===== config.mk =====
export PLATFORM = sky130hd
export DESIGN_NAME = uart_cmd_slave
export DESIGN_NICKNAME = d
export VERILOG_FILES = /design/src/hdl/uart_cmd_pkg.sv /design/src/hdl/cmd_if.sv /design/src/hdl/uart_cmd_slave.sv /design/src/hdl/reply_tx.sv /design/src/hdl/reg_mem.sv /design/src/hdl/cmd_decode.sv /design/src/hdl/uart_frame_rx.sv
export SDC_FILE = /design/constraint.sdc
export NUM_CORES = 1
export LEC_CHECK = 0
export ABC_AREA = 1
export BUFFER_PORTS_ARGS = -buffer_cell sky130_fd_sc_hd__buf_2
export CAP_MARGIN = 5
export CELL_PAD_IN_SITES_DETAIL_PLACEMENT = 0
export CELL_PAD_IN_SITES_GLOBAL_PLACEMENT = 2
export CORE_ASPECT_RATIO = 0.9
export CORE_MARGIN = 2
export CORE_UTILIZATION = 42
export CTS_BUF_LIST = sky130_fd_sc_hd__clkbuf_8 sky130_fd_sc_hd__clkbuf_16
export CTS_CLUSTER_SIZE = 8
export DETAILED_ROUTE_END_ITERATION = 8
export MAX_ROUTING_LAYER = met4
export PLACE_DENSITY_LB_ADDON = 0.1
export SETUP_SLACK_MARGIN = 0.02
export SLEW_MARGIN = 20
export SYNTH_ARGS = -nofsm -noshare
export SYNTH_HDL_FRONTEND = slang
export SYNTH_SLANG_ARGS = --single-unit

===== constraint.sdc =====
create_clock -name clk -period 2.46 [get_ports clk]
set_input_delay 0 -clock clk [delete_from_list [all_inputs] [get_ports clk]]
set_output_delay 0 -clock clk [all_outputs]
set_load 0.01 [all_outputs]

===== src/hdl/uart_cmd_pkg.sv =====
// serial line constants, byte and address types, opcode and FSM state enums
package uart_cmd_pkg;

    localparam int CLK_FREQ     = 50_000_000;
    localparam int BAUD_RATE    = 3_125_000;
    localparam int CLKS_PER_BIT = CLK_FREQ / BAUD_RATE;    // 16
    localparam int PAYLOAD_BITS = 8;
    localparam int ADDR_BITS    = 7;
    localparam int MEM_DEPTH    = 1 << ADDR_BITS;

    // counter widths for the bit timers
    localparam int CLK_CNT_BITS = $clog2(CLKS_PER_BIT);
    localparam int BIT_CNT_BITS = $clog2(PAYLOAD_BITS);

    typedef logic [PAYLOAD_BITS-1:0] byte_t;
    typedef logic [ADDR_BITS-1:0]    addr_t;

    // bit 7 of the first command frame
    typedef enum logic {
        OP_READ  = 1'b0,
        OP_WRITE = 1'b1
    } opcode_e;

    typedef enum logic [2:0] {
        RX_IDLE, RX_START, RX_DATA, RX_PARITY, RX_STOP
    } rx_state_e;

    typedef enum logic [2:0] {
        TX_IDLE, TX_START, TX_DATA, TX_PARITY, TX_STOP
    } tx_state_e;

endpackage

===== src/hdl/cmd_if.sv =====
// command interface between the command assembler and the register memory
`timescale 1ns/1ps

interface cmd_if;

    logic                  cmd_valid;   // one-cycle pulse
    uart_cmd_pkg::opcode_e cmd_op;
    uart_cmd_pkg::addr_t   cmd_addr;
    uart_cmd_pkg::byte_t   cmd_data;    // only meaningful for writes

    modport source (
        output cmd_valid, cmd_op, cmd_addr, cmd_data
    );

    modport sink (
        input cmd_valid, cmd_op, cmd_addr, cmd_data
    );

endinterface


===== src/hdl/uart_cmd_slave.sv =====
// top level of the serial register-file slave
`timescale 1ns/1ps

module uart_cmd_slave (
    input  logic clk,
    input  logic rst_n,
    input  logic rx,
    output logic tx
);

    logic                byte_valid;
    uart_cmd_pkg::byte_t rx_byte;
    logic                rd_valid;
    uart_cmd_pkg::byte_t rd_data;

    cmd_if cmd_bus ();

    uart_frame_rx u_rx (
        .clk        (clk),
        .rst_n      (rst_n),
        .rx         (rx),
        .byte_valid (byte_valid),
        .rx_byte    (rx_byte)
    );

    cmd_decode u_decode (
        .clk        (clk),
        .rst_n      (rst_n),
        .byte_valid (byte_valid),
        .rx_byte    (rx_byte),
        .cmd        (cmd_bus.source)
    );

    reg_mem u_mem (
        .clk      (clk),
        .rst_n    (rst_n),
        .cmd      (cmd_bus.sink),
        .rd_valid (rd_valid),
        .rd_data  (rd_data)
    );

    reply_tx u_tx (
        .clk      (clk),
        .rst_n    (rst_n),
        .rd_valid (rd_valid),
        .rd_data  (rd_data),
        .tx       (tx)
    );

endmodule


===== src/hdl/reply_tx.sv =====
// reply serializer, sends one read result as a single frame
`timescale 1ns/1ps

module reply_tx (
    input  logic                clk,
    input  logic                rst_n,
    input  logic                rd_valid,
    input  uart_cmd_pkg::byte_t rd_data,
    output logic                tx
);

    localparam int CW  = uart_cmd_pkg::CLK_CNT_BITS;
    localparam int BW  = uart_cmd_pkg::BIT_CNT_BITS;
    localparam int MSB = uart_cmd_pkg::PAYLOAD_BITS - 1;

    uart_cmd_pkg::tx_state_e state;
    logic [CW-1:0]           clk_cnt;
    logic [BW-1:0]           bit_cnt;
    logic                    bit_end;
    uart_cmd_pkg::byte_t     tx_shift;
    logic                    tx_parity;

    assign bit_end = clk_cnt == CW'(uart_cmd_pkg::CLKS_PER_BIT - 1);

    always_ff @(posedge clk or negedge rst_n) begin
        if (!rst_n) begin
            state   <= uart_cmd_pkg::TX_IDLE;
            clk_cnt <= '0;
            bit_cnt <= '0;
            tx      <= 1'b1;
        end else begin
            clk_cnt <= clk_cnt + 1'b1;
            case (state)
                uart_cmd_pkg::TX_IDLE: begin
                    clk_cnt <= '0;
                    bit_cnt <= '0;
                    if (rd_valid) begin
                        tx    <= 1'b0;     // start bit
                        state <= uart_cmd_pkg::TX_START;
                    end
                end
                uart_cmd_pkg::TX_START: begin
                    if (bit_end) begin
                        tx    <= tx_shift[MSB];
                        state <= uart_cmd_pkg::TX_DATA;
                    end
                end
                uart_cmd_pkg::TX_DATA: begin
                    if (bit_end) begin
                        bit_cnt <= bit_cnt + 1'b1;
                        if (bit_cnt == BW'(MSB)) begin
                            tx    <= tx_parity;
                            state <= uart_cmd_pkg::TX_PARITY;
                        end else begin
                            tx <= tx_shift[MSB];
                        end
                    end
                end
                uart_cmd_pkg::TX_PARITY: begin
                    if (bit_end) begin
                        tx    <= 1'b1;     // stop bit
                        state <= uart_cmd_pkg::TX_STOP;
                    end
                end
                uart_cmd_pkg::TX_STOP: begin
                    if (bit_end) begin
                        state <= uart_cmd_pkg::TX_IDLE;
                    end
                end
                default: state <= uart_cmd_pkg::TX_IDLE;
            endcase
        end
    end

    // shift out msb first, parity taken before shifting starts
    always_ff @(posedge clk) begin
        if (state == uart_cmd_pkg::TX_IDLE && rd_valid) begin
            tx_shift  <= rd_data;
            tx_parity <= ^rd_data;
        end else if (bit_end && (state == uart_cmd_pkg::TX_START ||
                                 state == uart_cmd_pkg::TX_DATA)) begin
            tx_shift <= {tx_shift[MSB-1:0], 1'b0};
        end
    end

    a_idle_line_high: assert property (
        @(posedge clk) disable iff (!rst_n)
        state == uart_cmd_pkg::TX_IDLE |-> tx
    );

    // no back-pressure, a read result must never land mid-frame
    a_no_overlap: assert property (
        @(posedge clk) disable iff (!rst_n)
        rd_valid |-> state == uart_cmd_pkg::TX_IDLE
    );

endmodule


===== src/hdl/reg_mem.sv =====
// 128 x 8 register memory executing read and write commands
`timescale 1ns/1ps

module reg_mem (
    input  logic                clk,
    input  logic                rst_n,
    cmd_if.sink                 cmd,
    output logic                rd_valid,
    output uart_cmd_pkg::byte_t rd_data
);

    uart_cmd_pkg::byte_t mem [uart_cmd_pkg::MEM_DEPTH];
    logic                do_write;
    logic                do_read;

    assign do_write = cmd.cmd_valid && cmd.cmd_op == uart_cmd_pkg::OP_WRITE;
    assign do_read  = cmd.cmd_valid && cmd.cmd_op == uart_cmd_pkg::OP_READ;

    always_ff @(posedge clk) begin
        if (do_write) begin
            mem[cmd.cmd_addr] <= cmd.cmd_data;
        end
    end

    // held until the next read
    always_ff @(posedge clk) begin
        if (do_read) begin
            rd_data <= mem[cmd.cmd_addr];
        end
    end

    always_ff @(posedge clk or negedge rst_n) begin
        if (!rst_n) begin
            rd_valid <= 1'b0;
        end else begin
            rd_valid <= do_read;
        end
    end

endmodule


===== src/hdl/cmd_decode.sv =====
// command assembler, turns received bytes into read and write commands
`timescale 1ns/1ps

module cmd_decode (
    input  logic                clk,
    input  logic                rst_n,
    input  logic                byte_valid,
    input  uart_cmd_pkg::byte_t rx_byte,
    cmd_if.source               cmd
);

    logic                data_pending;   // write header seen, waiting for data
    uart_cmd_pkg::addr_t wr_addr;
    logic                is_write;

    assign is_write = rx_byte[uart_cmd_pkg::PAYLOAD_BITS-1];

    always_ff @(posedge clk or negedge rst_n) begin
        if (!rst_n) begin
            data_pending  <= 1'b0;
            cmd.cmd_valid <= 1'b0;
        end else begin
            cmd.cmd_valid <= 1'b0;
            if (byte_valid) begin
                if (data_pending) begin
                    data_pending  <= 1'b0;
                    cmd.cmd_valid <= 1'b1;
                end else if (is_write) begin
                    data_pending <= 1'b1;
                end else begin
                    cmd.cmd_valid <= 1'b1;     // read is a single frame
                end
            end
        end
    end

    // payload fields, qualified by cmd_valid
    always_ff @(posedge clk) begin
        if (byte_valid) begin
            if (data_pending) begin
                cmd.cmd_op   <= uart_cmd_pkg::OP_WRITE;
                cmd.cmd_addr <= wr_addr;
                cmd.cmd_data <= rx_byte;
            end else if (is_write) begin
                wr_addr <= rx_byte[uart_cmd_pkg::ADDR_BITS-1:0];
            end else begin
                cmd.cmd_op   <= uart_cmd_pkg::OP_READ;
                cmd.cmd_addr <= rx_byte[uart_cmd_pkg::ADDR_BITS-1:0];
            end
        end
    end

    a_no_read_mid_write: assert property (
        @(posedge clk) disable iff (!rst_n)
        (cmd.cmd_valid && cmd.cmd_op == uart_cmd_pkg::OP_READ) |-> !data_pending
    );

endmodule


===== src/hdl/uart_frame_rx.sv =====
// serial frame receiver with mid-bit sampling, one byte out per frame
`timescale 1ns/1ps

module uart_frame_rx (
    input  logic                clk,
    input  logic                rst_n,
    input  logic                rx,
    output logic                byte_valid,
    output uart_cmd_pkg::byte_t rx_byte
);

    localparam int CW = uart_cmd_pkg::CLK_CNT_BITS;
    localparam int BW = uart_cmd_pkg::BIT_CNT_BITS;

    uart_cmd_pkg::rx_state_e state;
    logic [CW-1:0]           clk_cnt;
    logic [BW-1:0]           bit_cnt;
    logic                    half_tick;
    logic                    bit_tick;

    assign half_tick = clk_cnt == CW'(uart_cmd_pkg::CLKS_PER_BIT / 2 - 1);
    assign bit_tick  = clk_cnt == CW'(uart_cmd_pkg::CLKS_PER_BIT - 1);

    always_ff @(posedge clk or negedge rst_n) begin
        if (!rst_n) begin
            state      <= uart_cmd_pkg::RX_IDLE;
            clk_cnt    <= '0;
            bit_cnt    <= '0;
            byte_valid <= 1'b0;
        end else begin
            byte_valid <= 1'b0;
            case (state)
                uart_cmd_pkg::RX_IDLE: begin
                    clk_cnt <= '0;
                    bit_cnt <= '0;
                    if (!rx) begin
                        state <= uart_cmd_pkg::RX_START;
                    end
                end
                uart_cmd_pkg::RX_START: begin
                    clk_cnt <= clk_cnt + 1'b1;
                    if (half_tick) begin
                        clk_cnt <= '0;
                        // glitch shorter than half a bit goes back to idle
                        state   <= rx ? uart_cmd_pkg::RX_IDLE : uart_cmd_pkg::RX_DATA;
                    end
                end
                uart_cmd_pkg::RX_DATA: begin
                    clk_cnt <= clk_cnt + 1'b1;
                    if (bit_tick) begin
                        clk_cnt <= '0;
                        bit_cnt <= bit_cnt + 1'b1;
                        if (bit_cnt == BW'(uart_cmd_pkg::PAYLOAD_BITS - 1)) begin
                            state <= uart_cmd_pkg::RX_PARITY;
                        end
                    end
                end
                uart_cmd_pkg::RX_PARITY: begin
                    clk_cnt <= clk_cnt + 1'b1;
                    if (bit_tick) begin     // parity not checked
                        clk_cnt <= '0;
                        state   <= uart_cmd_pkg::RX_STOP;
                    end
                end
                uart_cmd_pkg::RX_STOP: begin
                    clk_cnt <= clk_cnt + 1'b1;
                    if (bit_tick) begin
                        clk_cnt    <= '0;
                        byte_valid <= 1'b1;
                        state      <= uart_cmd_pkg::RX_IDLE;
                    end
                end
                default: state <= uart_cmd_pkg::RX_IDLE;
            endcase
        end
    end

    // msb first, so shift in from the bottom
    always_ff @(posedge clk) begin
        if (state == uart_cmd_pkg::RX_DATA && bit_tick) begin
            rx_byte <= {rx_byte[uart_cmd_pkg::PAYLOAD_BITS-2:0], rx};
        end
    end

    a_byte_valid_single: assert property (
        @(posedge clk) disable iff (!rst_n)
        byte_valid |=> !byte_valid
    );

endmodule


==> metrics, run 1 <==
chip width=355 um; vias in the first global route=just over 30000; # rows=115; fmax=between 400 and 500 MHz; Antenna Nets Post-Route=0; clk buf depth=3; Crit. End Element=flip-flop; Reg clk slew, reported paths=around 0.050 ns; WL per Instance=between 20 and 25 um; Post-Layout Cell Count=6381; Fillers=10100; Fin. Hold Viols=0; Fin Setup TNS=0 ns; critical setup path kind=flip-flop to flip-flop; reg2reg end=u_mem.rd_data[0]; Initial DRC Count=2763; Yosys cell types=35; All-Layer GR Usage=0.249; Mean Syn Cell Area=10.1 um2; largest area contributor in the netlist=edfxtp_1; P&R area growth vs syn=18.3%; clock skew=0.0317 ns; drt total wl=137000 um; Root Driver=clkbuf_16; Worst Path Arrival=3.04 ns; Synth Instances=4615; r2r startpoint=u_decode.cmd.cmd_addr[0]; crit path from=u_decode.cmd.cmd_addr[0]; critical path depth=17; r2r worst-path depth=17; Hold Crit Class=primary input to flip-flop; Final Cycle Share=0.976; LEAKAGE=23.2 nW; Starting Density=0.425; DRT Pass-1 Iters=5; Cell Area, Placed=50500 um2; Mapped Area=46600 um2; max_cap viols=0; vias per cell=~4.9; Setup crit end=u_mem.rd_data[0]; compound-gate portion of the synthesized area=0.00491; initial antenna violation count=2; setup ws final=a little under 0.06 ns; Yosys reg bits=1097; nets=4896; Least-Margin Pin Slew=0.935 ns; crit-path cells=buf_12, buf_4, inv_8, buf_4, nand2_1, nand2_1, nand2_1, nand2_1, nand2_1, nand2_1, nand2_1, nand2_1, nor2_1, buf_4, nor2_2, nor2_1, nand2_1; post-layout min period=2.40 ns; hold slack=0.100 ns; mux cell area share after synthesis=0; family with the most delay on the worst path=simple AND/OR/NAND/NOR gates; total die area=114000 um2; Setup WS pre-CTS=-0.165 ns; Final Max Tran Viols=0; TritonCTS buffer count=about 160; GR Overflow Total=0; CTS tree=done; Synth Area in Simple Gates=0.257; CP required=3.10 ns; Worst R2R Setup Slack=0.06 ns; synth warn=0; Crit path buffers/inverters=5; post-synthesis xor/xnor area fraction=0.00188; CP max stage cell=edfxtp_1; first-pass GRT wire length=201000 um; sequential share of the synthesized area=0.704; largest family of logic cells by synthesized area=simple AND/OR/NAND/NOR gates; share of post-route cells with drive strength above 1=0.113; VDD IR max=0.763 mV; Clock Latency Late Sink=0.78 ns; main area contributors after synthesis=edfxtp_1 (69%), nand2_1 (23%), nor2_1 (2.1%); startpoint types=flip-flop; status=finished, final reports clean; Core ar.=110000 um2; largest net degree at the start of global routing=87; share of the synthesized area in the top cell type=0.690; num ports=4; Final Instance Area=55200 um2; post-synthesis adder-cell area fraction=0.00161; CP peak stage delay=0.42 ns; placed insts=6175; vias=between 30000 and 40000; CTS sink cnt=1097; Crit Path Max Fanout=17; crit-path most repeated cell=nand2_1; syn_nets=4624; final setup fails=0; DIE HEIGHT=320 um; detailed-route DRC error count=0; Slew headroom=0.377; # port buffers=3; Post-DP HPWL=82800 um; # H-tree levels=4; GPL Wtd Cong=0.846; RSZ-0062 raised after global routing=true; power per cell area=727 nW/um2
## layout make-up
class                      count  area [um2]  share of cell area
timing repair inverter         1        11.3            0.000204
clock buffer                 163        4080              0.0739
tap                         1462        1830              0.0332
timing repair buffer         330        3410              0.0618
inverter                      85         359             0.00651
sequential                  1097       32800               0.595
antenna                        2        5.00           0.0000907
clock inverter                24         135             0.00245
multi-input combinational   3217       12500               0.227
## metal layers
metal,global-route usage,routed length [um],vias up
li1,-,-,15400
met1,0.359,65700,15100
met2,0.363,60600,830
met3,0.0418,7640,177
met4,0.0703,2770,0
met5,-,0,-
## report_power, final
group | total, mW | internal, mW | switching, mW
clock | 19.1 | 11.6 | 7.52
sequential | 20.4 | 20.3 | 0.0929
combinational | 0.575 | 0.202 | 0.373
## through the flow
| stage | total power, mW | utilization |
|---|---|---|
| floorplan | 21.2 | - |
| global placement | 21.3 | 0.460 |
| detailed placement | 21.3 | 0.460 |
| CTS | 40.5 | 0.500 |
| global route | 41.3 | 0.503 |
| finish | 40.1 | 0.503 |
## cells in the final DEF (no fill, tap or decap), types with 23 or more instances in the layout
cell type,count
nor2_2,23
buf_4,249
buf_12,60
nand3_1,36
clkbuf_16,166
inv_1,96
nand2_1,2831
dfrtp_1,24
edfxtp_1,1072
nor2_1,230
## sequential cells by signal (all words and copies together), names as in the netlist
register / cells
u_mem.mem: 1024
u_decode.cmd.cmd_data: 8
u_mem.rd_data: 8
u_rx.rx_byte: 8
u_tx.tx_shift: 8
u_decode.cmd.cmd_addr: 7
u_decode.wr_addr: 7
u_rx.clk_cnt: 4
u_tx.clk_cnt: 4
u_rx.bit_cnt: 3
u_rx.state: 3
u_tx.bit_cnt: 3
u_tx.state: 3
u_decode.cmd.cmd_op: 1
u_decode.cmd.cmd_valid: 1
u_decode.data_pending: 1
u_mem.rd_valid: 1
u_rx.byte_valid: 1
u_tx.tx: 1
u_tx.tx_parity: 1
## worst register-to-register path: cells and delay by family (launching register included)
kind / cells / cell delay [ns]
buffers and inverters: 5 / 0.89
and+or+nand+nor: 12 / 0.97
DFF: 1 / 0.42
## what timing repair did
item,in CTS,in global routing
cloned,1,5
endpoints found under the setup margin,7,44
gates resized for setup,14,37
buffers inserted,0,6
pin swaps,0,2
hold buffers,5,0
endpoints found under the hold margin,29,0
## worst min-delay path by stage
stage | startpoint | end | slack, ns | cells after the start
2_1_floorplan | rst_n | u_decode.cmd.cmd_valid | -0.30 | 0
3_3_place_gp | rst_n | u_tx.bit_cnt[1] | 0.04 | 1
3_5_place_dp | rst_n | u_tx.clk_cnt[2] | 0.05 | 1
4_1_cts | rx | u_rx.state[1] | 0.05 | 4
5_1_grt | rx | u_rx.state[1] | 0.14 | 4
6_report | rx | u_rx.state[1] | 0.10 | 4
## cell usage after synthesis, drive strengths merged
cell type  instances
clkinv             1
ha                 6
nor3b              1
clkbuf            27
xor2               3
a31oi              1
buf              189
xnor2              7
dfstp              1
o211ai             1
inv               84
nand2           2836
nand3b             1
nor2             261
nand3             44
a21boi             1
nand4              1
o31ai              3
edfxtp          1072
a22o               4
dfrtp             24
o21ai             20
or2               14
nor4               1
nor3               2
a21oi             10
## cell families after synthesis
| kind of cell | after synthesis |
|---|---|
| AOI/OAI and AO/OA | 40 |
| adders and majority gates | 6 |
| DFF | 1097 |
| xor gates and xnor gates | 10 |
| and+or+nand+nor | 3161 |
| buffers and inverters | 301 |
Note: power is estimated with default switching activity, not from simulation.
==> run 2: changes to the inputs <==
--- a/config.mk
+++ b/config.mk
@@ -10,7 +10,7 @@
 export CAP_MARGIN = 5
 export CELL_PAD_IN_SITES_DETAIL_PLACEMENT = 0
 export CELL_PAD_IN_SITES_GLOBAL_PLACEMENT = 2
-export CORE_ASPECT_RATIO = 0.9
+export CORE_ASPECT_RATIO = 1.75
 export CORE_MARGIN = 2
 export CORE_UTILIZATION = 42
 export CTS_BUF_LIST = sky130_fd_sc_hd__clkbuf_8 sky130_fd_sc_hd__clkbuf_16
==> run 2 against run 1 <==
Count of clock-buffer cells in the layout rose by 1; power rose by 0.23%; critical path depth decreased by 1; worst setup slack got worse by 0.0085 ns; via count increased by 1.1%; non-clock buffer count grew 48; routed wire length is 4.7% higher; sequential share of layout area fell by 0.96 points; utilization increased by 0.64 points; sequential cell count did not move; largest power group unchanged; highest routed layer unchanged.
==> metrics, run 2 (same netlist as run 1, synthesis figures left out) <==
status=finished, final reports clean; Hold Crit Class=primary input to flip-flop; crit path from=u_decode.cmd.cmd_addr[0]; All-Layer GR Usage=0.258; CP peak stage delay=0.45 ns; vias=31800; RSZ-0062 raised after global routing=true; crit-path most repeated cell=nand2_1; chip width=256 um; reg2reg end=u_mem.rd_data[0]; Clock Latency Late Sink=0.77 ns; initial antenna violation count=0; VDD IR max=0.714 mV; Final Cycle Share=0.980; Clk network pwr share=0.477; crit-path cells=buf_12, inv_16, buf_16, buf_12, nand2_1, nand2_1, nand2_1, nand2_1, nand2_1, nand2_1, nand2_2, nand2_1, nor2_4, nor2_4, nor2_1, nand2_1; Fin Setup TNS=0 ns; setup ws final=0.0496 ns; WL per Instance=22.2 um; Root Driver=clkbuf_16; max reg flops=~1000; Post-DP HPWL=89200 um; total die area=~110000 um2; Crit Path Max Fanout=17; Least-Margin Pin Slew=about 1 ns; Psw=8.03 mW; detailed-route DRC error count=0; Reg clk slew, reported paths=around 0.05 ns; r2r worst-path depth=16; vias per cell=between 4 and 5; largest net degree at the start of global routing=between 100 and 150; num ports=4; vias in the first global route=31900; clk buf depth=3; TritonCTS buffer count=approximately 160; Setup crit end=u_mem.rd_data[0]; Antenna Nets Post-Route=0; Seq pwr share=0.509; Worst R2R Setup Slack=0.05 ns; r2r startpoint=u_decode.cmd.cmd_addr[0]; CP max stage cell=edfxtp_1; # H-tree levels=4; Most flops, register=u_mem.mem; max_cap viols=0; clock skew=0.0270 ns; DIE HEIGHT=445 um; CTS sink cnt=1097; fmax=about 410 MHz; # port buffers=3; Int Pwr=32.2 mW; CP required=3.09 ns; LEAKAGE=23.6 nW; post-layout min period=2.41 ns; commonest non-fill, non-tap cell in the layout=nand2_1; final setup fails=0; # rows=161; DRT Pass-1 Iters=6; Worst Path Arrival=3.04 ns; Fin. Hold Viols=0; combinational power share=0.014; CTS tree=done; first-pass GRT wire length=208000 um; Fillers=10100; nets=roughly 4900; drt total wl=between 100000 and 150000 um; Slew headroom=0.313; GPL Wtd Cong=around 0.83; critical setup path kind=flip-flop to flip-flop; Initial DRC Count=2073; GR Overflow Total=0; most frequent cells in the layout=nand2_1 (2776), edfxtp_1 (1072), buf_4 (283), nor2_1 (207), clkbuf_16 (172); share of post-route cells with drive strength above 1=0.137; power per cell area=between 700 and 800 nW/um2; Net Sw Frac=0.200; Setup WS pre-CTS=-0.455 ns; startpoint types=flip-flop; Core ar.=110000 um2; Final Max Tran Viols=0; P&R area growth vs syn=20.2%; Starting Density=0.423; Crit. End Element=flip-flop
## run 2: layout make-up
cell class / instances / area (um2) / share of cell area
antenna: 1 / 2.50 / 0.0000446
clock buffer: 164 / 4100 / 0.0732
clock inverter: 23 / 139 / 0.00248
inverter: 85 / 354 / 0.00631
multi-input combinational: 3217 / 12800 / 0.229
sequential: 1097 / 32800 / 0.585
tap: 1467 / 1840 / 0.0327
timing repair buffer: 378 / 3960 / 0.0707
timing repair inverter: 2 / 22.5 / 0.000402
## run 2: worst min path at each step
stage	from	to	cells past startpoint
floorplan	rst_n	u_decode.cmd.cmd_valid	0
detailed placement	rst_n	u_tx.state[2]	1
CTS	rx	u_rx.state[1]	4
finish	rx	u_rx.state[1]	4
global route	rx	u_rx.state[1]	4
global placement	rst_n	u_tx.state[2]	1
## run 2: metrics by stage
step           cell area [um2]  utilization  power, mW  instances  hold WS, ns
6_report                 56100        0.509       40.2       6434        0.113
5_1_grt                  56100        0.509       41.3       6433        0.167
4_1_cts                  55500        0.504       40.5       6418       0.0632
3_5_place_dp             50700        0.460       21.3       6209       0.0270
3_3_place_gp             50700        0.460       21.3       6209       0.0294
2_1_floorplan            46600            -       21.2       4615       -0.296
## run 2: power groups by stage
stage          clock [mW]  sequential (mW)  combinational, mW
2_1_floorplan           0             20.8              0.420
3_3_place_gp            0             20.8              0.556
4_1_cts              19.5             20.4              0.573
3_5_place_dp            0             20.8              0.563
6_report             19.2             20.4              0.562
5_1_grt              20.2             20.4              0.677
## run 2: timing repair
item                       4_1_cts  5_1_grt
hold buffers                     5        0
hold endpoints to repair        29        0
setup endpoints to repair      135       98
setup buffers                   11        6
gates cloned                     6        9
pin swaps                        9       27
resized for setup               90       90
## run 2: metal layers
| layer | wire (um) | vias up | track usage |
|---|---|---|---|
| met3 | 4750 | 249 | 0.0313 |
| li1 | - | 15500 | - |
| met4 | 5250 | 0 | 0.0939 |
| met2 | 78600 | 643 | 0.479 |
| met1 | 54500 | 15400 | 0.281 |
| met5 | 0 | - | - |
## run 2: worst max-delay path, delay by kind of cell (launching register included)
| family | cells | cell delay [ns] |
|---|---|---|
| DFF | 1 | 0.45 |
| and+or+nand+nor | 12 | 1.07 |
| buffers and inverters | 4 | 0.69 |
